--- src/design/nlc_pkg.sv ---
`default_nettype none

package nlc_pkg;

	localparam int NUM_CH = 16;
	localparam int CH_W = 4;
	localparam int SAMPLE_W = 21;
	localparam int DATA_W = 32;
	localparam int FRAC_BITS = 16;
	localparam int POLY_ORDER = 5;

	typedef logic signed [SAMPLE_W-1:0] sample_t;
	typedef logic signed [DATA_W-1:0] fix_t;

	localparam sample_t SAT_MAX = {1'b0, {(SAMPLE_W-1){1'b1}}};
	localparam sample_t SAT_MIN = {1'b1, {(SAMPLE_W-1){1'b0}}};

	// Word select for the config write port
	typedef enum logic [2:0] {
		SEL_NEG_MEAN,
		SEL_RECIP_STDEV,
		SEL_COEFF_0,
		SEL_COEFF_1,
		SEL_COEFF_2,
		SEL_COEFF_3,
		SEL_COEFF_4,
		SEL_COEFF_5
	} param_sel_e;

	typedef enum logic {
		SEQ_IDLE,
		SEQ_ISSUE
	} seq_state_e;

	typedef struct packed {
		fix_t neg_mean;
		fix_t recip_stdev;
		fix_t [POLY_ORDER:0] coeffs;
	} chan_params_t;

	typedef struct packed {
		logic we;
		logic [CH_W-1:0] ch;
		param_sel_e sel;
		fix_t data;
	} cfg_write_t;

	// One channel in flight through the pipeline
	typedef struct packed {
		logic valid;
		logic [CH_W-1:0] ch;
		logic last;
		fix_t x;
		fix_t acc;
		chan_params_t params;
	} nlc_item_t;

	// Q15.16 multiply, full product then back to 32 bits
	function automatic fix_t fix_mul(fix_t a, fix_t b);
		logic signed [2*DATA_W-1:0] prod;
		prod = a * b;
		return fix_t'(prod >>> FRAC_BITS);
	endfunction

endpackage

`default_nettype wire
--- src/design/nlc_horner_step.sv ---
`default_nettype none

module nlc_horner_step (
	input wire clk,
	input wire rst,
	input wire nlc_pkg::fix_t coeff,
	input wire nlc_pkg::nlc_item_t in_item,
	output nlc_pkg::nlc_item_t out_item
);
	import nlc_pkg::*;

	fix_t next_acc;

	// acc*x + c, add wraps at 32 bits
	assign next_acc = fix_mul(in_item.acc, in_item.x) + coeff;

	always_ff @(posedge clk) begin
		out_item.ch <= in_item.ch;
		out_item.last <= in_item.last;
		out_item.x <= in_item.x;
		out_item.acc <= next_acc;
		out_item.params <= in_item.params;
		if (rst) begin
			out_item.valid <= 1'b0;
		end else begin
			out_item.valid <= in_item.valid;
		end
	end

endmodule

`default_nettype wire

--- config.mk ---
export PLATFORM = sky130hd
export DESIGN_NAME = nlc_horner_step
export DESIGN_NICKNAME = d
export VERILOG_FILES = /design/src/design/nlc_pkg.sv /design/src/design/nlc_horner_step.sv
export SDC_FILE = /design/constraint.sdc
export NUM_CORES = 2
export LEC_CHECK = 0
export BUFFER_PORTS_ARGS = -buffer_cell sky130_fd_sc_hd__buf_2
export CELL_PAD_IN_SITES_DETAIL_PLACEMENT = 0
export CELL_PAD_IN_SITES_GLOBAL_PLACEMENT = 1
export CORE_MARGIN = 1.5
export CORE_UTILIZATION = 30
export CTS_BUF_LIST = sky130_fd_sc_hd__clkbuf_2
export CTS_CLUSTER_DIAMETER = 40
export DETAILED_ROUTE_END_ITERATION = 6
export HOLD_SLACK_MARGIN = 0.15
export PLACE_DENSITY = 0.68
export RECOVER_POWER = 25
export SLEW_MARGIN = 20
export SYNTH_ARGS = -nofsm -noshare
export SYNTH_HDL_FRONTEND = slang
export SYNTH_SLANG_ARGS = --single-unit
--- constraint.sdc ---
create_clock -name clk -period 8.1 [get_ports clk]
set_input_delay 0 -clock clk [delete_from_list [all_inputs] [get_ports clk]]
set_output_delay 0 -clock clk [all_outputs]
set_load 0.005 [all_outputs]
==> flow_summary_export.csv <==
group,metric,value,unit
global_routing,grt.total_usage,26.04,%
sta,tightest_slew,0.7647,ns
floorplan,rows,128,
place,portBuffers,685,
yosys,yosysTopAreaCellShare,45.82,%
sta,rsz0062_at_grt,"true",
yosys,synth_ff_type,"dfxtp_1",
layout,reg.largest.list,"out_item (326)",
clocking,numCtsBuffers,92,
sta,drv_slew,0,
worst_setup_path,crit_slowest_cell,"dlygate4sd3_1",
worst_setup_path,crit_top_cell,"fa_1",
worst_setup_path,worstPathRequired,9.42,ns
sta,fin_tns_setup,0,ns
place,gp_congestion,0.9180,
worst_setup_path,arrival,9.32,ns
worst_setup_path,cp.depth,32,
layout,nNetsFinal,7052,
yosys,yosysWarnings,0,
layout,area.growth.synth_to_final,53.52,%
route,routed_wl,159.7,mm
yosys,syn_area_per_cell,10.13,um2
worst_setup_path,critPathLaunchType,"input pin",
layout,largest_reg_flops,326,
sta,max_slew_margin,49.02,%
layout,final_cells,7373,
clocking,cts_tree,"done",
yosys,synth_cells,3619,
floorplan,initial_core_util,30.16,%
worst_setup_path,crit_buf_inv,8,
route,ant_nets,0,
route,drt_pass1_iterations,5,
layout,drive_gt1_share,21.15,%
yosys,synth_top_cell_by_area,"fa_1",
yosys,syn_nets,5016,
clocking,numClockSinks,326,
yosys,synth_seq_cells,326,
floorplan,die_y,352.6,um
yosys,netlist_top_cells_area,"fa_1 46%, dfxtp_1 18%, and2_1 8.5%, inv_1 8.3%, ha_1 6.8%",
status,status,"complete, no violations",
floorplan,dieWidth,352.6,um
yosys,synth_area,36660,um2
layout,multi_input_area,26890,um2
worst_setup_path,critical_path.max_fanout,20,
min_path,min_path_type,"input pin to flop",
route,wl_per_cell,21.65,um
clocking,clockRootBuffer,"clkbuf_2",
yosys,synth-async-reset-ratio,0,%
yosys,synth-edff-count,0,
layout,fin_util,46.30,%
place,placedCellCount,6118,
place,pre_cts_slack,-1.410,ns
sta,setup_viol,0,
global_routing,grt_start_max_net_pins,25,
clocking,h-tree-depth,3,
run,maxCapViolations,0,
route,vias,32830,
sta,hold_violations,0,
floorplan,io_pins,686,
yosys,synthMostInstantiatedCell,"fa_1",
yosys,ys_types,54,
route,drcViolationCount,0,
sta,setup_slack,0.1038,ns
layout,regArea,6526,um2
yosys,ys_top_cells_by_count,"839 x fa_1, 810 x inv_1, 498 x and2_1, 415 x nand2_1, 326 x dfxtp_1",
route,initialDrtViolationCount,1682,
worst_setup_path,cpPeakStageDelay,0.58,ns
worst_setup_path,cp-end-kind,"flop",
layout,top_register,"out_item",
global_routing,grt_pass1_wl,237.1,mm
sta,finalCritPeriodShare,98.72,%
sta,post-route-min-period,7.996,ns
place,place_hpwl,123.8,mm
min_path,min_path_cells,5,
global_routing,overflow,0,
yosys,synth_seq_area_share,17.80,%
sta,fmax,125.1,MHz
layout,n_fill_cell,11326,
route,avgViaCountPerCell,4.453,
worst_setup_path,critPathTopFamily,"adder cells",
worst_setup_path,critPathKind,"input pin to flop",
global_routing,antenna_found_initial,38,
floorplan,fp.coreArea,121600,um2
clocking,cts.path.max_buffers,3,
clocking,path_clk_slew,0.10,ns
floorplan,die-area,124300,um2
global_routing,grt_pass1_vias,36130,
==> timing repair <==
item / 4_1_cts / 5_1_grt
hold buffers: 1059 / 3
setup endpoints to repair: 0 / 16
buffers inserted: 0 / 13
endpoints found under the hold margin: 326 / 3
gates resized for setup: 0 / 97
==> layer usage <==
layer / vias to the layer above / global-route usage (%) / part of all wire (%)
li1: 14569 / - / -
met1: 16646 / 29.49 / 38
met2: 1133 / 44.63 / 49
met3: 454 / 5.697 / 5.6
met4: 28 / 16.11 / 7.4
met5: - / 0 / 0.12
==> cells by family (layout without fill, tap and decap cells) <==
logic type | after synthesis | count (layout) | synth area share (%)
xor+xnor | 97 | 97 | 2.318
flops | 326 | 326 | 17.80
other cells | 0 | 22 | 0
fa+ha+maj | 1037 | 1037 | 52.58
compound gates | 162 | 162 | 2.994
simple gates | 1021 | 1021 | 14.31
buf+inv | 976 | 3083 | 9.994
==> worst min-delay path: stages <==
cell and delay [ns]:
dlygate4sd3_1 0.54, clkbuf_4 0.23, buf_4 0.18, dlygate4sd3_1 0.58, buf_4 0.17
==> final cells by class <==
| cell class | count | area share, % |
|---|---|---|
| Clock inverter | 43 | 0.4447 |
| Multi-Input combinational cell | 2317 | 47.78 |
| Sequential cell | 326 | 11.60 |
| Antenna cell | 22 | 0.09783 |
| Inverter | 810 | 5.403 |
| Tap cell | 1625 | 3.613 |
| Timing Repair Buffer | 2108 | 29.98 |
| Clock buffer | 122 | 1.085 |
==> through the flow <==
stage | hold slack [ns] | cell area, um2
after detailed placement | 0.1038 | 44360
after floorplan | 0.02772 | 36770
after global placement | 0.1028 | 44360
after global routing | 0.2356 | 56240
final | 0.3751 | 56280
after CTS | 0.1502 | 55820
==> path summary, 6_finish.rpt <==
check,start,endpoint,slack [ns]
max,in_item[299],out_item[286],0.10
min,in_item[315],out_item[315],0.38
==> layout by cell type, fill, tap and decap left out, types with 25 or more instances in the layout <==
cell type and instances:
buf_2 627, a21o_1 25, nand2_1 415, nor2_1 30, ha_1 192, a21oi_1 42
buf_4 353, xnor2_1 70, clkbuf_2 122, dfxtp_1 326, inv_1 809, fa_1 836
clkbuf_1 51, and2_1 492, clkinv_1 31, dlygate4sd3_1 1053
Power is not shown: default switching activity piles up to over one toggle a cycle in this logic, so the estimate is an artifact.
