<file path="config.mk">
export PLATFORM = sky130hd
export DESIGN_NAME = nlc_normalize_stage
export DESIGN_NICKNAME = d
export VERILOG_FILES = /design/src/design/nlc_pkg.sv /design/src/design/nlc_normalize_stage.sv
export SDC_FILE = /design/constraint.sdc
export NUM_CORES = 2
export LEC_CHECK = 0
export ABC_AREA = 1
export BUFFER_PORTS_ARGS = -buffer_cell sky130_fd_sc_hd__clkbuf_2
export CORE_MARGIN = 2
export CORE_UTILIZATION = 55
export DETAILED_ROUTE_END_ITERATION = 10
export PLACE_DENSITY = 0.79
export SETUP_SLACK_MARGIN = 0.4
export SYNTH_ARGS = -nofsm -noshare
export SYNTH_HDL_FRONTEND = slang
export SYNTH_SLANG_ARGS = --single-unit
export TNS_END_PERCENT = 30
</file>
<file path="constraint.sdc">
create_clock -name clk -period 23.4 [get_ports clk]
set_input_delay 4.68 -clock clk [delete_from_list [all_inputs] [get_ports clk]]
set_output_delay 4.68 -clock clk [all_outputs]
set_load 0.02 [all_outputs]
</file>
<file path="src/design/nlc_pkg.sv">
`default_nettype none

package nlc_pkg;

	localparam int NUM_CH = 16;
	localparam int CH_W = 4;
	localparam int SAMPLE_W = 21;
	localparam int DATA_W = 32;
	localparam int FRAC_BITS = 16;
	localparam int POLY_ORDER = 5;

	typedef logic signed [SAMPLE_W-1:0] sample_t;
	typedef logic signed [DATA_W-1:0] fix_t;

	localparam sample_t SAT_MAX = {1'b0, {(SAMPLE_W-1){1'b1}}};
	localparam sample_t SAT_MIN = {1'b1, {(SAMPLE_W-1){1'b0}}};

	// Word select for the config write port
	typedef enum logic [2:0] {
		SEL_NEG_MEAN,
		SEL_RECIP_STDEV,
		SEL_COEFF_0,
		SEL_COEFF_1,
		SEL_COEFF_2,
		SEL_COEFF_3,
		SEL_COEFF_4,
		SEL_COEFF_5
	} param_sel_e;

	typedef enum logic {
		SEQ_IDLE,
		SEQ_ISSUE
	} seq_state_e;

	typedef struct packed {
		fix_t neg_mean;
		fix_t recip_stdev;
		fix_t [POLY_ORDER:0] coeffs;
	} chan_params_t;

	typedef struct packed {
		logic we;
		logic [CH_W-1:0] ch;
		param_sel_e sel;
		fix_t data;
	} cfg_write_t;

	// One channel in flight through the pipeline
	typedef struct packed {
		logic valid;
		logic [CH_W-1:0] ch;
		logic last;
		fix_t x;
		fix_t acc;
		chan_params_t params;
	} nlc_item_t;

	// Q15.16 multiply, full product then back to 32 bits
	function automatic fix_t fix_mul(fix_t a, fix_t b);
		logic signed [2*DATA_W-1:0] prod;
		prod = a * b;
		return fix_t'(prod >>> FRAC_BITS);
	endfunction

endpackage

`default_nettype wire
</file>
<file path="src/design/nlc_normalize_stage.sv">
`default_nettype none

module nlc_normalize_stage (
	input wire clk,
	input wire rst,
	input wire nlc_pkg::nlc_item_t in_item,
	output nlc_pkg::nlc_item_t out_item
);
	import nlc_pkg::*;

	fix_t centered;
	fix_t norm_x;

	assign centered = in_item.x + in_item.params.neg_mean;
	assign norm_x = fix_mul(centered, in_item.params.recip_stdev);

	always_ff @(posedge clk) begin
		out_item.ch <= in_item.ch;
		out_item.last <= in_item.last;
		out_item.x <= norm_x;
		// Horner starts from the top coefficient
		out_item.acc <= in_item.params.coeffs[POLY_ORDER];
		out_item.params <= in_item.params;
		if (rst) begin
			out_item.valid <= 1'b0;
		end else begin
			out_item.valid <= in_item.valid;
		end
	end

endmodule

`default_nettype wire

</file>
==> run_results.csv <==
group,metric,value,unit
status,outcome,"complete, no violations",
yosys,synth.net_count,5607,
clock_tree,htree_levels,1,
yosys,yosys.area.top_type_share,45.3,%
floorplanning,start_util,55.4,%
job,drv_cap,0,
placed_design,port_buffers,621,
final_layout,largest_register_ffs,294,
timing,clock.fmax,0.0712,GHz
clock_tree,cts_setup_buffers,0,
critical_path,worstPathMaxFanout,17,
yosys,synth_top_family_by_area,"adder cells",
yosys,synth_area_leaders,"fa_1, dfxtp_1, inv_1, nand2_1, ha_1",
yosys,synth_xor_area_share,1.22,%
timing,finalMaxSlewViolations,0,
final_layout,num-fill-cells,5645,
yosys,synthFlopType,"dfxtp_1",
yosys,synthCells,4246,
clock_tree,cts-resized-gates,0,
critical_path,worst_setup_path_end_kind,"flop",
drt,drtPass1Iterations,6,
timing,rsz0062_at_grt,"false",
final_layout,multi_input_area,0.0264,sq mm
floorplanning,die_x,264,um
clock_tree,tritoncts,"done",
floorplanning,dieHeight,264,um
critical_path,slowest_stage,"o21ai_0",
yosys,synthArstFlopShare,0,%
floorplanning,std_cell_rows,95,
floorplanning,core_area,0.0669,sq mm
critical_path,cp_common_cell,"fa_1",
drt,vias,30700,
yosys,netlist_top_cells_count,"inv_1, fa_1, nand2_1, nor2_1, dfxtp_1",
grt,grt_max_degree,32,
yosys,synth-simple-area-share,15.8,%
yosys,yosysTopAreaCell,"fa_1",
critical_path,max_stage_delay,980,ps
timing,hold_violations,0,
yosys,synth_compound_area_share,2.35,%
placed_design,gp_congestion,0.996,
yosys,ys_seq_area_share,15.9,%
grt,grt_use_total,40.8,%
clock_tree,cts.clk_slew.worst_paths,80,ps
floorplanning,io_pins,654,
drt,ant_nets,0,
critical_path,worstPathArrival,14550,ps
worst_hold_path,min_path_type,"input pin to flop",
drt,routed_via_density,5.40,
floorplanning,die_area,0.0695,sq mm
final_layout,syn_to_final_growth,13.3,%
final_layout,reg.largest.list,"out_item: 294 flops",
final_layout,seq_area,0.00589,sq mm
drt,routedWlPerCell,24.1,um
drt,wl,137000,um
clock_tree,cts_sinks,294,
yosys,synth_edf_count,0,
clock_tree,root_buffer,"clkbuf_16",
grt,grt-ovfl-total,0,
grt,grt_pass1_vias,32900,
placed_design,dp_hpwl,114000,um
yosys,yosysWarnings,0,
yosys,synth_fa_ha_area_share,51.8,%
timing,setup_viol,0,
clock_tree,clockBufferDepth,3,
drt,drc,0,
timing,period_minus_slack,14040,ps
grt,grt_pass1_wl,205000,um
critical_path,critPathKind,"input pin to flop",
yosys,muxShareOfSynthArea,0,%
final_layout,drive_above_1_share,16.2,%
yosys,yosys.cell_types.count,46,
grt,antenna_found_initial,34,
clock_tree,postCtsHoldBufs,0,
critical_path,critPathLaunchType,"input pin",
clock_tree,cts_buffers,31,
yosys,ys_ff_latch,294,
drt,first_iter_violations,3024,
timing,worstMarginPinSlew,1190,ps
timing,fin_crit_sh,60.0,%
yosys,syn_avg_cell_area,8.73,sq um
timing,setup_tns,0,ps
yosys,netlist_area,0.0371,sq mm
final_layout,nNetsFinal,6131,
yosys,post-synth-top-count-cell,"inv_1",
timing,max_slew_margin,20.1,%
critical_path,crit_required,23900,ps
final_layout,largest-register,"out_item",
==> cells by family (layout without fill, tap and decap cells) <==
| kind of cell | after synthesis | after routing |
|---|---|---|
| simple gates | 1473 | 1473 |
| buf+inv | 1239 | 1787 |
| fa+ha+maj | 1033 | 1033 |
| flops | 294 | 294 |
| compound gates | 157 | 157 |
| xor+xnor | 50 | 50 |
| other cells | 0 | 27 |
==> metrics by stage <==
stage                     utilization (%)  setup WS, ps  hold slack (ps)  std cells  cell area, sq um
after floorplan                         -         11050             4710       4246             37100
after global placement               61.0          9170             4780       5610             40800
final                                62.8          9360             4140       5694             42000
after CTS                            62.7          9740             4110       5667             41900
after detailed placement             61.0          9090             4780       5610             40800
after global routing                 62.7          9020             4140       5687             42000
==> layout make-up <==
cell class | instances | area share [%]
Clock buffer | 39 | 2.04
Antenna cell | 27 | 0.161
Sequential cell | 294 | 14.0
Timing Repair Buffer | 658 | 8.06
Clock inverter | 18 | 0.649
Tap cell | 873 | 2.60
Multi-Input combinational cell | 2713 | 62.9
Inverter | 1072 | 9.58
==> cell usage in the layout (no fill, tap or decap), types with 5 or more instances in the layout <==
cell / instances
xnor2_1: 25
nand3b_1: 5
bufinv_16: 6
diode_2: 27
nand4_1: 12
o21a_1: 9
clkbuf_2: 621
clkbuf_16: 31
nand2_1: 702
clkinv_1: 15
nand2_2: 22
a31oi_1: 8
inv_6: 6
a21oi_1: 84
buf_4: 37
nand3_1: 55
nor2_2: 10
xor2_1: 24
nand3_2: 7
dfxtp_1: 294
nor3_1: 10
o21ai_0: 36
inv_1: 1050
nor2_1: 626
inv_2: 7
or2_2: 14
ha_1: 194
clkbuf_8: 5
fa_1: 839
==> path summary, 6_finish.rpt <==
kind / start / end / depth (start not counted)
hold / removal: in_item[125] / out_item[125]$_DFF_P_ / 1
setup / recovery: in_item[226] / out_item[313]$_DFF_P_ / 34
==> critical path: cells and delay by family <==
| kind | cells | cell delay (ps) |
|---|---|---|
| adder cells (fa/ha/maj) | 10 | 4700 |
| AND/OR/NAND/NOR | 14 | 2200 |
| AO/OA/AOI/OAI | 3 | 1480 |
| buffers and inverters | 6 | 1240 |
| XOR/XNOR | 1 | 190 |
==> metal layers <==
layer,track usage [%],vias to the layer above,wire (um)
met5,1.25,-,141
met4,31.2,22,12800
met3,15.7,494,18000
met2,61.4,1954,60400
met1,47.0,15100,46200
li1,-,13100,-
Power is not shown: default switching activity piles up to over one toggle a cycle in this logic, so the estimate is an artifact.
