**config.mk**
```make
export PLATFORM = sky130hd
export DESIGN_NAME = nlc_output_stage
export DESIGN_NICKNAME = d
export VERILOG_FILES = /design/src/design/nlc_pkg.sv /design/src/design/nlc_output_stage.sv
export SDC_FILE = /design/constraint.sdc
export NUM_CORES = 1
export LEC_CHECK = 0
export ABC_AREA = 1
export ABC_CLOCK_PERIOD_IN_PS = 1200
export BUFFER_PORTS_ARGS = -buffer_cell sky130_fd_sc_hd__buf_2
export CAP_MARGIN = 20
export CORE_AREA = 2 2 258 260
export DETAILED_ROUTE_END_ITERATION = 7
export DIE_AREA = 0 0 260 262
export PLACE_DENSITY = 0.57
export SLEW_MARGIN = 15
export SYNTH_ARGS = -nofsm -noshare
export SYNTH_HDL_FRONTEND = slang
export SYNTH_SLANG_ARGS = --single-unit
```
**constraint.sdc**
```tcl
create_clock -name clk -period 1.2 [get_ports clk]
set_input_delay 0.06 -clock clk [delete_from_list [all_inputs] [get_ports clk]]
set_output_delay 0.06 -clock clk [all_outputs]
set_load 0.02 [all_outputs]
```
**src/design/nlc_pkg.sv**
```systemverilog
`default_nettype none

package nlc_pkg;

	localparam int NUM_CH = 16;
	localparam int CH_W = 4;
	localparam int SAMPLE_W = 21;
	localparam int DATA_W = 32;
	localparam int FRAC_BITS = 16;
	localparam int POLY_ORDER = 5;

	typedef logic signed [SAMPLE_W-1:0] sample_t;
	typedef logic signed [DATA_W-1:0] fix_t;

	localparam sample_t SAT_MAX = {1'b0, {(SAMPLE_W-1){1'b1}}};
	localparam sample_t SAT_MIN = {1'b1, {(SAMPLE_W-1){1'b0}}};

	// Word select for the config write port
	typedef enum logic [2:0] {
		SEL_NEG_MEAN,
		SEL_RECIP_STDEV,
		SEL_COEFF_0,
		SEL_COEFF_1,
		SEL_COEFF_2,
		SEL_COEFF_3,
		SEL_COEFF_4,
		SEL_COEFF_5
	} param_sel_e;

	typedef enum logic {
		SEQ_IDLE,
		SEQ_ISSUE
	} seq_state_e;

	typedef struct packed {
		fix_t neg_mean;
		fix_t recip_stdev;
		fix_t [POLY_ORDER:0] coeffs;
	} chan_params_t;

	typedef struct packed {
		logic we;
		logic [CH_W-1:0] ch;
		param_sel_e sel;
		fix_t data;
	} cfg_write_t;

	// One channel in flight through the pipeline
	typedef struct packed {
		logic valid;
		logic [CH_W-1:0] ch;
		logic last;
		fix_t x;
		fix_t acc;
		chan_params_t params;
	} nlc_item_t;

	// Q15.16 multiply, full product then back to 32 bits
	function automatic fix_t fix_mul(fix_t a, fix_t b);
		logic signed [2*DATA_W-1:0] prod;
		prod = a * b;
		return fix_t'(prod >>> FRAC_BITS);
	endfunction

endpackage

`default_nettype wire
```
**src/design/nlc_output_stage.sv**
```systemverilog
`default_nettype none

module nlc_output_stage (
	input wire clk,
	input wire rst,
	input wire nlc_pkg::nlc_item_t in_item,
	output nlc_pkg::sample_t [nlc_pkg::NUM_CH-1:0] x_lin,
	output logic out_valid,
	output logic [nlc_pkg::CH_W-1:0] out_ch,
	output logic done
);
	import nlc_pkg::*;

	sample_t sat_val;

	// Clamp to the signed 21-bit range
	always_comb begin
		if (in_item.acc > fix_t'(SAT_MAX)) begin
			sat_val = SAT_MAX;
		end else if (in_item.acc < fix_t'(SAT_MIN)) begin
			sat_val = SAT_MIN;
		end else begin
			sat_val = in_item.acc[SAMPLE_W-1:0];
		end
	end

	always_ff @(posedge clk) begin
		if (rst) begin
			x_lin <= '0;
			out_valid <= 1'b0;
			out_ch <= '0;
			done <= 1'b0;
		end else begin
			out_valid <= in_item.valid;
			done <= in_item.valid && in_item.last;
			if (in_item.valid) begin
				x_lin[in_item.ch] <= sat_val;
				out_ch <= in_item.ch;
			end
		end
	end

endmodule

`default_nettype wire

```
==> impl_metrics.json, run 1 <==
{
  "worst_pin_slew_ps": 367,
  "cp-end-kind": "primary output",
  "syn_area_um2": 14600,
  "critPathKind": "register to primary output",
  "worstPathArrival_ps": 1130,
  "crit_fanout": 2,
  "power_w": 0.0273,
  "clk_latency_ps": 560,
  "grt_pass1_vias": 13100,
  "firstDrtPassIters": 5,
  "path_buf_inv": 1,
  "synthFlopType": "dfxtp_1",
  "grt_pass1_wl_um": 82900,
  "vias_per_cell": 4.16,
  "hold-path-endpoint": "x_lin[334]",
  "crit_chain": "buf_4",
  "n_fill_cell": 7068,
  "synth_edf_count": 0,
  "synth.most_common_cell": "nor2_1",
  "fin_crit_sh_pct": 99.5,
  "post-place-ws_ps": -156,
  "die_width_um": 260,
  "postPlaceCellArea_um2": 18400,
  "whs_ps": 13.2,
  "reg2reg_from": "x_lin[261]",
  "syn_inst": 2164,
  "setup_violations": 0,
  "relSlewSlack_pct": 75.6,
  "cts_tree": "yes",
  "design_area_um2": 20200,
  "drive_above_1_share_pct": 23.5,
  "p_leak_nw": 11.0,
  "worstSetupStartpointType": "register",
  "num_rows": 94,
  "ant_nets": 0,
  "ys_top_cells_by_area": "dfxtp_1 (47%), nor2_1 (14%), nand3_1 (11%)",
  "synth_fp_nets": 2492,
  "layout_setup_ws_ps": 5.64,
  "dp_hpwl_um": 38900,
  "die_area_um2": 68100,
  "cts.sinks": 342,
  "antenna_found_initial": 11,
  "fmax_mhz": 837,
  "globalplace.congestion": 0.765,
  "synth.top_cell.area_share_pct": 46.9,
  "die_h_um": 262,
  "start_util_pct": 22.3,
  "ys_warn_count": 0,
  "grtUsageTotal_pct": 16.3,
  "fin_nets": 2870,
  "fin_crit_ps": 1190,
  "synthToLayoutAreaGrowth_pct": 38.3,
  "ys_seq_area_share_pct": 46.9,
  "hold_depth": 6,
  "route.detailed.drc": 0,
  "ff2ff_path_depth": 3,
  "r2r-end": "x_lin[261]",
  "cts.path.max_buffers": 3,
  "postRouteWirelength_um": 57200,
  "numPortBuffers": 381,
  "ctsHtreeMaxLevel": 2,
  "fin_skew_ps": 0,
  "post_cts_buffers": 0,
  "status": "complete, no violations",
  "ys_seq_elements": 342,
  "core_area_um2": 65300,
  "path_delay_family": "flip-flops",
  "max_cap_violations": 0,
  "hp-class": "input pin to register",
  "overflow": 0,
  "ys_top_cells_by_count": "nor2_1 (539), nand2_1 (361), dfxtp_1 (342), inv_1 (325), nand3_1 (323)",
  "ys_async_sr_fraction_pct": 0,
  "max_stage_delay_ps": 400,
  "r2r_slack_ps": 490,
  "clock-root-buffer": "clkbuf_16",
  "min_from": "in_item[275]",
  "cts_buffers": 40,
  "clk_pin_slew_worst_paths_ps": 60,
  "vias": 14300,
  "hold_viol": 0,
  "syn_area_per_cell_um2": 6.74,
  "dr.first_iter.drc_count": 1211,
  "power.density_nw_per_um2": 1360,
  "slew_violations": 0,
  "yosysTopAreaCell": "dfxtp_1",
  "boundaryPins": 670,
  "wl_per_cell_um": 16.6,
  "grt_max_degree": 62,
  "cp_slowest_cell": "dfxtp_1",
  "ir_worst_vdd_mv": 0.875,
  "ys_types": 21,
  "critical_path_required_ps": 1140
}
## per-stage QoR
step,setup TNS [ps],util [%],cells
detailed placement,-31430,28.2,3355
finish,0,30.9,3438
CTS,0,30.7,3437
global placement,-33700,28.2,3355
floorplan,0,-,2164
global route,-6.89,30.9,3438
## flip-flops by register name, indices dropped and copies added, names as in the netlist
register and flops:
out_valid 1, done 1, x_lin 336, out_ch 4
## how the worst max path moves through the flow
stage                       from    endpoint  depth (start not counted)  slack, ps
floorplan           in_item[325]   x_lin[12]                          9         70
global placement    in_item[276]  x_lin[322]                         11       -150
detailed placement  in_item[276]  x_lin[322]                         11       -160
CTS                   x_lin[261]  x_lin[261]                          1        0.3
global route                done        done                          1         -7
finish                x_lin[292]  x_lin[292]                          1          6
## what timing repair did
| item | 4_1_cts | 5_1_grt |
|---|---|---|
| setup endpoints to repair | 51 | 52 |
| gates resized for setup | 65 | 65 |
| pin swaps | 0 | 0 |
| hold buffers | 9 | 1 |
| endpoints found under the hold margin | 16 | 1 |
## report_power, final
part           switching (W)  internal [W]
Clock                0.00515       0.00761
Combinational        0.00182      0.000984
Sequential          0.000158        0.0116
Total                0.00713        0.0202
## cell usage in the layout (no fill, tap or decap)
master and count:
a211oi_1 1, a21oi_1 18, and2_0 1, buf_12 58, buf_2 291, buf_4 131
buf_6 3, bufinv_16 3, clkbuf_1 3, clkbuf_16 41, clkbuf_4 4, clkbuf_8 12
clkinv_1 1, clkinv_2 11, clkinv_4 1, clkinvlp_4 1, dfxtp_1 317, dfxtp_2 25
diode_2 1, dlygate4sd3_1 9, inv_1 324, inv_16 1, inv_2 3, inv_6 1
nand2_1 360, nand2_2 1, nand2_4 1, nand3_1 323, nor2_1 534, nor2_2 3
nor2_4 8, nor3_4 6, o21a_1 60, o21ai_0 4, o21ai_1 13
## logic make-up (layout without fill, tap and decap cells)
family	count (synthesis)	after routing	synth area share (%)
DFF	342	342	46.9
and+or+nand+nor	1237	1237	35.1
AOI/OAI and AO/OA	96	96	4.34
buffers and inverters	489	898	13.6
other	0	1	0
## layer usage
layer / track usage, % / share of wire (%) / routed length [µm] / vias to the layer above
met5: 0 / 0.091 / 52 / -
met4: 5.91 / 3.1 / 1780 / 8
met3: 6.69 / 11 / 6300 / 102
met2: 24.5 / 42 / 24000 / 533
met1: 21.0 / 44 / 25100 / 6359
li1: - / - / - / 7283
## cell type report
type,instances,area (µm²),share of cell area (%)
antenna,1,2.50,0.0124
clock buffer,55,1190,5.89
clock inverter,18,190,0.943
inverter,328,1230,6.10
multi-input combinational,1333,5840,28.9
sequential,342,6880,34.1
tap,864,1080,5.36
timing repair buffer,497,3770,18.7
(Power assumes the default switching activity.)
==> run 2: changes to the inputs <==
==> constraint.sdc (replaced) <==
create_clock -name clk -period 1.2 [get_ports clk]
set_input_delay 0.3 -clock clk [delete_from_list [all_inputs] [get_ports clk]]
set_output_delay 0.3 -clock clk [all_outputs]
set_load 0.02 [all_outputs]
==> run 2 against run 1 <==
First-iteration DRC count rose by 1.9%; critical path depth unchanged; final cell count rose by 0.90%; largest cell class unchanged; cell area rose by 18%; the flow now finishes with violations (setup timing); maximum frequency shrank 11%; highest routed layer unchanged.
==> impl_metrics.json, run 2 (synthesized netlist as in run 1, its figures left out) <==
{
  "top_regs": "x_lin: 336 flops, out_ch: 4 flops",
  "globalplace.congestion": 0.766,
  "ir_worst_vdd_mv": 0.938,
  "num_rows": 94,
  "hp-class": "input pin to register",
  "fin_crit_sh_pct": 112,
  "fin_nets": 2906,
  "worst_pin_slew_ps": 428,
  "cp-end-kind": "primary output",
  "n_fill_cell": 6605,
  "antenna_found_initial": 2,
  "path_buf_inv": 1,
  "boundaryPins": 670,
  "grtUsageTotal_pct": 17.0,
  "slew_violations": 0,
  "cts.sinks": 342,
  "relSlewSlack_pct": 71.4,
  "path_delay_family": "flip-flops",
  "violations": "setup timing",
  "largest_reg_flops": 336,
  "fin_skew_ps": 0,
  "grt_pass1_vias": 13600,
  "synthToLayoutAreaGrowth_pct": 63.8,
  "clk_latency_ps": 540,
  "ctsHtreeMaxLevel": 2,
  "dr.first_iter.drc_count": 1234,
  "r2r-end": "x_lin[235]",
  "critical_path_required_ps": 900,
  "numPortBuffers": 381,
  "overflow": 0,
  "final_cell_mix": "nor2_1 (528), buf_6 (349), nand2_1 (337)",
  "postLayoutCoreUtil_pct": 36.6,
  "drive_above_1_share_pct": 41.4,
  "power.density_nw_per_um2": 1190,
  "multi_input_area_um2": 6480,
  "hold_depth": 3,
  "grt_setup_unrepaired": "true",
  "setup_violations": 342,
  "vias": 15000,
  "p_leak_nw": 11.8,
  "die_h_um": 262,
  "status": "complete, but fails checks",
  "crit_fanout": 2,
  "worstSetupStartpointType": "register",
  "fin_crit_ps": 1350,
  "layout_setup_ws_ps": -145,
  "vias_per_cell": 4.31,
  "cp_slowest_cell": "dfxtp_2",
  "core_area_um2": 65300,
  "cp_num_cells": 1,
  "die_area_um2": 68100,
  "fmax_mhz": 743,
  "start_util_pct": 22.3,
  "ff2ff_path_depth": 6,
  "min_from": "in_item[325]",
  "clock-root-buffer": "clkbuf_16",
  "worstPathArrival_ps": 1050,
  "grt_pass1_wl_um": 86800,
  "final_common_cell": "nor2_1",
  "cts_buffers": 40,
  "hold-path-endpoint": "done",
  "clk_pin_slew_worst_paths_ps": 60,
  "wl_per_cell_um": 17.6,
  "crit_chain": "buf_6",
  "cts_tree": "yes",
  "ant_nets": 0,
  "firstDrtPassIters": 5,
  "hold_viol": 0,
  "seqCellArea_um2": 7330,
  "dp_hpwl_um": 39900,
  "grt_max_degree": 46,
  "power_w": 0.0284,
  "max_stage_delay_ps": 370,
  "r2r_slack_ps": 310,
  "whs_ps": 125,
  "postRouteWirelength_um": 61200,
  "route.detailed.drc": 0,
  "cts.path.max_buffers": 3,
  "die_width_um": 260,
  "reg2reg_from": "x_lin[235]",
  "max_cap_violations": 0,
  "regMostFlops": "x_lin",
  "critPathKind": "register to primary output"
}
run 2: per-layer routing:
| layer | GRT usage, % | wire length, µm | vias up | share of wire (%) |
|---|---|---|---|---|
| met4 | 4.77 | 1500 | 2 | 2.5 |
| met2 | 25.6 | 26500 | 606 | 43 |
| met1 | 23.5 | 27500 | 6898 | 45 |
| met3 | 4.85 | 5640 | 79 | 9.2 |
| met5 | 0 | 13 | - | 0.021 |
| li1 | - | - | 7371 | - |
run 2: area by class of cell:
type                       count  area share [%]
sequential                   342            30.7
antenna                        1          0.0105
clock buffer                  57            4.92
inverter                     328            5.19
timing repair buffer         533            26.6
clock inverter                11           0.911
tap                          864            4.53
multi-input combinational   1333            27.1
run 2: where the power goes:
part	total [W]	internal [W]	leakage, nW	switching (W)
Combinational	0.00348	0.00146	8.19	0.00202
Sequential	0.0119	0.0116	2.94	0.000233
Clock	0.0131	0.00809	0.682	0.00501
Total	0.0284	0.0212	11.8	0.00726
run 2: worst reg2reg max path, delay by kind of cell, from the launching register on:
kind	cells	cell delay (ps)
AND/OR/NAND/NOR	3	200
flip-flops	1	320
buffers and inverters	3	270
run 2: timing repair:
item | in CTS | in global routing
pin swaps | 0 | 9
setup endpoints to repair | 344 | 625
endpoints found under the hold margin | 1 | 0
buffers inserted | 12 | 9
cloned | 0 | 12
hold buffers | 1 | 0
resized for setup | 1032 | 44
run 2: worst max-delay path by stage:
stage                     slack (ps)          from          to
after CTS                       -180    x_lin[284]  x_lin[284]
final                           -150     x_lin[57]   x_lin[57]
after floorplan                  -80  in_item[325]   x_lin[17]
after global routing            -180     x_lin[57]   x_lin[57]
after global placement          -610  in_item[282]  x_lin[231]
after detailed placement        -600  in_item[282]  x_lin[231]
run 2: per-stage QoR:
stage	setup TNS [ps]	instances	instance area, µm²	setup WS (ps)
6_report	-36880	3469	23900	-145
5_1_grt	-49890	3468	23900	-175
4_1_cts	-48750	3447	23400	-178
3_3_place_gp	-173790	3366	19300	-610
2_1_floorplan	-17160	2164	15800	-79.1
3_5_place_dp	-175430	3366	19300	-598
