===== src/design/nlc_pkg.sv =====
`default_nettype none

package nlc_pkg;

	localparam int NUM_CH = 16;
	localparam int CH_W = 4;
	localparam int SAMPLE_W = 21;
	localparam int DATA_W = 32;
	localparam int FRAC_BITS = 16;
	localparam int POLY_ORDER = 5;

	typedef logic signed [SAMPLE_W-1:0] sample_t;
	typedef logic signed [DATA_W-1:0] fix_t;

	localparam sample_t SAT_MAX = {1'b0, {(SAMPLE_W-1){1'b1}}};
	localparam sample_t SAT_MIN = {1'b1, {(SAMPLE_W-1){1'b0}}};

	// Word select for the config write port
	typedef enum logic [2:0] {
		SEL_NEG_MEAN,
		SEL_RECIP_STDEV,
		SEL_COEFF_0,
		SEL_COEFF_1,
		SEL_COEFF_2,
		SEL_COEFF_3,
		SEL_COEFF_4,
		SEL_COEFF_5
	} param_sel_e;

	typedef enum logic {
		SEQ_IDLE,
		SEQ_ISSUE
	} seq_state_e;

	typedef struct packed {
		fix_t neg_mean;
		fix_t recip_stdev;
		fix_t [POLY_ORDER:0] coeffs;
	} chan_params_t;

	typedef struct packed {
		logic we;
		logic [CH_W-1:0] ch;
		param_sel_e sel;
		fix_t data;
	} cfg_write_t;

	// One channel in flight through the pipeline
	typedef struct packed {
		logic valid;
		logic [CH_W-1:0] ch;
		logic last;
		fix_t x;
		fix_t acc;
		chan_params_t params;
	} nlc_item_t;

	// Q15.16 multiply, full product then back to 32 bits
	function automatic fix_t fix_mul(fix_t a, fix_t b);
		logic signed [2*DATA_W-1:0] prod;
		prod = a * b;
		return fix_t'(prod >>> FRAC_BITS);
	endfunction

endpackage

`default_nettype wire

===== src/design/nlc_channel_sequencer.sv =====
`default_nettype none

module nlc_channel_sequencer (
	input wire clk,
	input wire rst,
	input wire start,
	input wire nlc_pkg::sample_t [nlc_pkg::NUM_CH-1:0] x_adc,
	output logic [nlc_pkg::CH_W-1:0] rd_ch,
	input wire nlc_pkg::chan_params_t rd_params,
	output nlc_pkg::nlc_item_t item
);
	import nlc_pkg::*;

	seq_state_e state;
	logic [CH_W-1:0] cnt;
	sample_t [NUM_CH-1:0] samples;
	sample_t cur_sample;
	logic issue;
	logic last_ch;
	logic accept;

	assign issue = (state == SEQ_ISSUE);
	assign last_ch = (cnt == CH_W'(NUM_CH - 1));
	// Restart allowed on the edge that issues channel 15
	assign accept = start && (!issue || last_ch);
	assign cur_sample = samples[cnt];
	assign rd_ch = cnt;

	always_ff @(posedge clk) begin
		if (rst) begin
			state <= SEQ_IDLE;
			cnt <= '0;
		end else if (accept) begin
			state <= SEQ_ISSUE;
			cnt <= '0;
		end else if (issue) begin
			cnt <= cnt + 1'b1;
			if (last_ch) begin
				state <= SEQ_IDLE;
			end
		end
	end

	always_ff @(posedge clk) begin
		if (accept) begin
			samples <= x_adc;
		end
	end

	always_ff @(posedge clk) begin
		item.ch <= cnt;
		item.last <= last_ch;
		item.x <= {{(DATA_W-SAMPLE_W){cur_sample[SAMPLE_W-1]}}, cur_sample};
		item.acc <= '0;
		item.params <= rd_params;
		if (rst) begin
			item.valid <= 1'b0;
		end else begin
			item.valid <= issue;
		end
	end

endmodule

`default_nettype wire


===== config.mk =====
export PLATFORM = sky130hd
export DESIGN_NAME = nlc_channel_sequencer
export DESIGN_NICKNAME = d
export VERILOG_FILES = /design/src/design/nlc_pkg.sv /design/src/design/nlc_channel_sequencer.sv
export SDC_FILE = /design/constraint.sdc
export NUM_CORES = 1
export LEC_CHECK = 0
export BUFFER_PORTS_ARGS = -buffer_cell sky130_fd_sc_hd__buf_2
export CORE_AREA = 2 2 365 367
export CTS_BUF_LIST = sky130_fd_sc_hd__clkbuf_4
export CTS_CLUSTER_DIAMETER = 50
export DETAILED_ROUTE_END_ITERATION = 8
export DIE_AREA = 0 0 367 369
export REMOVE_ABC_BUFFERS = 1
export SLEW_MARGIN = 20
export SYNTH_ARGS = -nofsm -noshare
export SYNTH_HDL_FRONTEND = slang
export SYNTH_SLANG_ARGS = --single-unit

===== constraint.sdc =====
create_clock -name clk -period 24.4 [get_ports clk]
set_clock_uncertainty 0.1 [all_clocks]
set_input_delay 1.22 -clock clk [delete_from_list [all_inputs] [get_ports clk]]
set_output_delay 1.22 -clock clk [all_outputs]
set_load 0.03 [all_outputs]

==> qor.yml, run 1 <==
status:
  status: "complete, no violations"
worst_setup_path:
  path_delay_family: "buffers and inverters"
  cp_max_fo: 78
  crit_chain: "ha_1 > nand3_1 > a21boi_4 > buf_4 > buf_4"
  cpPeakStageDelay_ps: 880
  worstPathRequired_ps: 24920
  critical_path.slowest_cell: "buf_4"
  crit_path_frequent_cell: "buf_4"
  ff2ff_setup_slack_ps: 19970
  cp-start-kind: "flop"
  rr_startpoint: "rd_ch[1]$_SDFFE_PP0P_"
  cp.arrival_ps: 4950
  timing.rr.end: "samples[158]$_DFFE_PP_"
  reg2reg_depth: 5
  crit_buf_inv: 2
  endpoint_kind: "flop"
  crit_type: "reg2reg"
worst_hold_path:
  worstHoldStart: "rd_params[164]"
  whs_endpoint: "item[164]$_DFF_P_"
  hold_class: "in2reg"
  holdPathStages: 1
yosys:
  synth_area_per_cell_um2: 21.7
  yosys_most_used_dff: "edfxtp_1"
  synthCells: 865
  synth_edf_count: 336
  netlist_area_um2: 18800
  ys_seq_area_frac: 0.844
  yosys_warnings: 0
  ys_seq_elements: 624
  synth_cell_types: 26
  async_reset_ff_frac: 0
floorplan:
  rows: 133
  core_um2: 131000
  start_util: 0.143
  die_h_um: 369
  die_w_um: 367
  boundaryPins: 925
  die_area_um2: 135000
timing:
  tightest_slew_ps: 1170
  slew-limit-headroom: 0.217
  setup_viol_count_final: 0
  slew_viol_final: 0
  final.setup.tns_ps: 0
  clock.fmax_mhz: 225
  finalCritPeriodShare: 0.182
  final-hold-violation-count: 0
  rsz0062_at_grt: "false"
  holdWs_ps: 238
  fin_crit_ps: 4430
clock_tree:
  postCtsResizedCells: 0
  cts_max_path_buffers: 3
  path_clk_slew_ps: 70
  clk_latency_ps: 1070
  cts_tree: "yes"
  cts-root-buf: "clkbuf_4"
  cts_hold_buf: 293
  clock_sinks: 624
  cts-htree-levels: 4
  numCtsBuffers: 177
  post-cts-setup-buffers: 0
place:
  dp_cells: 3478
  port_buffers: 892
  routabilityCongestion: 0.849
  place_hpwl_um: 67300
power:
  max-vdd-ir-drop_v: 0.0000403
  p_per_area_nw_per_um2: 79.8
  total_leakage_power_nw: 12.5
  totalPowerFinal_mw: 2.42
route:
  detail_route.wl_per_cell_um: 21.3
  drc: 0
  via_count: 13700
  first_pass_iters: 5
  antenna_left: 0
  initialDrtViolationCount: 753
  vias_per_cell: 3.34
  finalWirelength_um: 87400
global_route:
  antenna_found_initial: 46
  first_global_vias: 14800
  grt_pass1_wl_um: 115000
  grt-ovfl-total: 0
  grt_max_degree: 170
  grt.total_usage: 0.125
cells_and_area:
  layout-area-overhead-vs-synth_pct: 61.6
  stdcell_count: 4106
  nets: 2791
  drive_gt1_frac: 0.551
flow_run:
  max_cap_viol_count: 0
-- registers in the layout, indices dropped and copies added (netlist names) --
register  flops
rd_ch         4
item        283
samples     336
issue         1
-- stage by stage --
step                area, um2   util  setup slack (ps)
global route            30300  0.231             19660
global placement        25100  0.191             20040
finish                  30300  0.231             19970
CTS                     30300  0.231             19930
floorplan               18300      -              3590
detailed placement      25100  0.191             19950
-- worst register-to-register path: cells and delay by family (launching register included) --
| kind | cells | cell delay, ps |
|---|---|---|
| AO/OA/AOI/OAI | 1 | 770 |
| flip-flops | 1 | 800 |
| adder cells (fa/ha/maj) | 1 | 300 |
| AND/OR/NAND/NOR | 1 | 190 |
| buffers and inverters | 2 | 1780 |
-- cells by family (layout without fill, tap and decap cells) --
kind of cell	after synthesis	after routing	synth area share
AO/OA/AOI/OAI	44	44	0.0147
buffers and inverters	73	1509	0.0295
multiplexers	85	85	0.101
adder cells (fa/ha/maj)	1	1	0.000666
flip-flops	624	624	0.844
XOR/XNOR	3	3	0.00140
AND/OR/NAND/NOR	34	34	0.00780
other	1	51	0.000200
-- layout by cell type, fill, tap and decap left out, drive strengths merged --
cell / instances
dfxtp: 288
dlygate4sd3: 293
mux4: 84
nand2: 2
buf: 899
nor2b: 1
nor2: 22
clkinvlp: 3
edfxtp: 336
nand2b: 2
nand3: 1
clkbuf: 272
a21boi: 1
conb: 32
a21oi: 1
clkinv: 34
diode: 19
nand4: 1
ha: 1
or2: 1
inv: 8
mux2i: 1
xor2: 2
xnor2: 1
nor3: 4
o22ai: 42
-- synthesized netlist by cell type (all sizes together) (2+ instances only) --
cell      n  area, um2
xor2      2       17.5
buf      64        521
nand2     2       7.51
dfxtp   288       5770
o22ai    42        263
nand2b    2       12.5
clkbuf    8       30.0
nor2     22       82.6
nor3      4       20.0
edfxtp  336      10100
mux4     84       1900
-- routing by layer --
metal	part of all wire	vias up	global-route usage
li1	-	6055	-
met1	0.38	6688	0.139
met2	0.49	792	0.208
met3	0.10	180	0.0577
met4	0.027	18	0.0424
met5	0.0014	-	0
-- area by class of cell --
cell class / count / area [um2]
inverters: 1 / 3.75
diodes: 19 / 47.5
flip-flops and latches: 624 / 15900
well taps: 1755 / 2200
clock inverters: 44 / 230
fillers: 14000 / 101000
multi-input cells: 199 / 2500
clock buffers: 272 / 2040
repair buffers: 1192 / 7460
-- worst max path at each step --
| stage | startpoint | to | slack, ps | depth (start not counted) |
|---|---|---|---|---|
| floorplan | rd_ch[1]$_SDFFE_PP0P_ | samples[0]$_DFFE_PP_ | 3590 | 3 |
| CTS | rd_ch[1]$_SDFFE_PP0P_ | samples[181]$_DFFE_PP_ | 19930 | 5 |
| detailed placement | rd_ch[1]$_SDFFE_PP0P_ | samples[179]$_DFFE_PP_ | 19950 | 5 |
| global placement | rd_ch[1]$_SDFFE_PP0P_ | samples[179]$_DFFE_PP_ | 20040 | 5 |
| global route | rd_ch[1]$_SDFFE_PP0P_ | samples[306]$_DFFE_PP_ | 19660 | 5 |
| finish | rd_ch[1]$_SDFFE_PP0P_ | samples[158]$_DFFE_PP_ | 19970 | 5 |
-- where the power goes --
group / switching (mW) / total, mW / internal (mW)
clock: 0.467 / 0.976 / 0.510
sequential: 0.0237 / 1.20 / 1.17
combinational: 0.145 / 0.248 / 0.104
total: 0.635 / 2.42 / 1.79
Power figures use the tool's default switching activity.
==> run 2: changes to the inputs <==
CORE_AREA = 2 2 359 361   (was 2 2 365 367)
DIE_AREA = 0 0 361 363   (was 0 0 367 369)
clock period = 3.8 ns   (was 24.4 ns; I/O delays follow)
==> qor.yml, run 2 <==
floorplan:
  start_util: 0.148
  die_w_um: 361
  die_h_um: 363
  rows: 131
  boundaryPins: 925
yosys:
  synth_cell_types: 26
  ys_seq_elements: 624
  netlist_area_um2: 18800
  synth.largest_area_cell: "edfxtp_1"
  yosys_most_used_dff: "edfxtp_1"
  ys_seq_area_frac: 0.844
  synth_edf_count: 336
  yosys_warnings: 0
  synth_top_area_share: 0.537
  synthCells: 865
  synth_area_per_cell_um2: 21.7
  synthTopCellsByCount: "edfxtp_1 (336), dfxtp_1 (288), mux4_2 (83)"
  async_reset_ff_frac: 0
  synth.top_cells.by_area: "edfxtp_1 (54%), dfxtp_1 (31%), mux4_2 (10%), buf_4 (1.9%), o22ai_1 (1.4%)"
  synth.most_common_cell: "edfxtp_1"
place:
  preCtsSetupSlack_ps: 1200
  port_buffers: 892
  dp_cells: 3392
  place_hpwl_um: 64900
  routabilityCongestion: 0.865
clock_tree:
  cts-root-buf: "clkbuf_4"
  numCtsBuffers: 174
  post-cts-setup-buffers: 0
  cts_hold_buf: 740
  cts-htree-levels: 4
  cts_max_path_buffers: 3
  clock_sinks: 624
  postCtsResizedCells: 0
status:
  status: "aborted with a tool error"
  firstError: "[ERROR RSZ-0060] Max buffer count reached."
  stop_stage: "clock tree synthesis (4_1_cts)"
==> run 2: metrics by stage <==
stage / cell area, um2 / hold slack (ps) / setup TNS (ps) / util
after detailed placement: 25100 / 194 / 0 / 0.197
after global placement: 25100 / 192 / 0 / 0.197
after floorplan: 18300 / 118 / -5790030 / -
==> run 2: kinds of logic after synthesis <==
| kind of cell | after synthesis | share of synthesized area |
|---|---|---|
| buffers and inverters | 73 | 0.0295 |
| muxes | 85 | 0.101 |
| AOI/OAI and AO/OA | 44 | 0.0147 |
| adders and majority gates | 1 | 0.000666 |
| other | 1 | 0.000200 |
| xor gates and xnor gates | 3 | 0.00140 |
| DFF | 624 | 0.844 |
| and+or+nand+nor | 34 | 0.00780 |
==> run 3: changes to the inputs <==
CORE_AREA = 2 2 362 364   (was 2 2 359 361)
CTS_BUF_LIST = not set   (was sky130_fd_sc_hd__clkbuf_4)
CTS_CLUSTER_DIAMETER = not set   (was 50)
DIE_AREA = 0 0 364 366   (was 0 0 361 363)
PLACE_DENSITY_LB_ADDON = 0.15   (was not set)
clock period = 4.9 ns   (was 3.8 ns; I/O delays follow)
==> qor.yml, run 3 (synthesis results as in run 1) <==
status:
  status: "complete, no violations"
timing:
  fin_crit_ps: 3160
  rsz0062_at_grt: "false"
  slew_viol_final: 0
  tightest_slew_ps: 1020
  final.setup.tns_ps: 0
  clock.fmax_mhz: 317
  slew-limit-headroom: 0.317
  final-hold-violation-count: 0
  setup_viol_count_final: 0
  finalCritPeriodShare: 0.644
  holdWs_ps: 92.2
floorplan:
  rows: 132
  die_area_um2: 133000
  boundaryPins: 925
  core_um2: 129000
  die_w_um: 364
  die_h_um: 366
  start_util: 0.146
global_route:
  grt_max_degree: 150
  antenna_found_initial: 28
  grt_pass1_wl_um: 114000
  grt-ovfl-total: 0
  first_global_vias: 16500
  grt.total_usage: 0.120
clock_tree:
  path_clk_slew_ps: 60
  postCtsResizedCells: 0
  cts_tree: "yes"
  cts-root-buf: "clkbuf_16"
  cts_max_path_buffers: 3
  clk_latency_ps: 670
  clock_sinks: 624
  numCtsBuffers: 78
  cts-htree-levels: 3
worst_setup_path:
  ff2ff_setup_slack_ps: 1740
  crit_type: "reg2reg"
  crit_chain: "ha_1 > nand3_1 > a21boi_4 > buf_12 > buf_12"
  crit_path_frequent_cell: "buf_12"
  cp_max_fo: 129
  cpPeakStageDelay_ps: 860
  cp.arrival_ps: 3360
  endpoint_kind: "flop"
  critical_path.slowest_cell: "dfxtp_4"
  cp-start-kind: "flop"
  worstPathRequired_ps: 5100
  path_delay_family: "buffers and inverters"
  crit_buf_inv: 2
power:
  total_leakage_power_nw: 13.8
  max-vdd-ir-drop_v: 0.000298
  p_per_area_nw_per_um2: 392
worst_hold_path:
  hold_class: "in2reg"
route:
  detail_route.wl_per_cell_um: 19.4
  antenna_left: 0
  finalWirelength_um: 82400
  drc: 0
  initialDrtViolationCount: 606
  via_count: 14100
  vias_per_cell: 3.31
  first_pass_iters: 4
cells_and_area:
  layout-area-overhead-vs-synth_pct: 81.1
  nets: 3016
  stdcell_area_um2: 34000
  largest_register_ffs: 336
  final_cell_mix: "buf_2 (892), dlygate4sd3_1 (616), edfxtp_1 (336)"
  fill_cells: 13400
  layout_commonest_cell: "buf_2"
  stdcell_count: 4242
  drive_gt1_frac: 0.447
  final_util: 0.264
  regMostFlops: "samples"
place:
  port_buffers: 892
  placed_cell_area_um2: 25100
  routabilityCongestion: 0.818
  dp_cells: 3466
  place_hpwl_um: 59800
flow_run:
  max_cap_viol_count: 0
[run 3: repair_timing]
item	4_1_cts	5_1_grt
setup buffers	0	0
hold buffers	616	0
endpoints found under the hold margin	598	0
[run 3: report_power, final]
part | switching (mW) | internal, mW
Combinational | 0.724 | 0.687
Clock | 2.39 | 3.59
Sequential | 0.107 | 5.84
[run 3: cell type report]
class	count	area [um2]	share of cell area
Multi-Input combinational cell	199	2500	0.0736
Clock buffer	116	2290	0.0673
Inverter	1	3.75	0.000110
Timing Repair Buffer	1516	10700	0.315
Tap cell	1742	2180	0.0641
Antenna cell	14	35.0	0.00103
Sequential cell	624	15900	0.466
Clock inverter	30	409	0.0120
[run 3: worst paths after layout]
kind	depth (start not counted)	from	endpoint
setup / recovery	5	rd_ch[1]$_SDFFE_PP0P_	samples[143]$_DFFE_PP_
hold / removal	2	rd_params[198]	item[198]$_DFF_P_
setup reg to reg	5	rd_ch[1]$_SDFFE_PP0P_	samples[143]$_DFFE_PP_
hold reg to reg	0	rd_ch[3]$_SDFFE_PP0P_	item[324]$_DFF_P_
[run 3: worst register-to-register path, stage by stage (launching register included)]
cell      delay, ps
dfxtp_4         860
ha_1            310
nand3_1         170
a21boi_4        270
buf_12          350
buf_12          580
[run 3: per-layer routing]
layer | track usage | routed length [um] | part of all wire
met1 | 0.116 | 27800 | 0.34
met2 | 0.224 | 44200 | 0.54
met3 | 0.0480 | 7280 | 0.088
met4 | 0.0515 | 3000 | 0.036
met5 | 0 | 13 | 0.00016
[run 3: through the flow]
step	total power, mW	setup WS [ps]
floorplan	6.62	-15910
detailed placement	7.05	1640
CTS	13.6	1650
finish	13.3	1740
global route	13.9	1470
global placement	7.06	1690
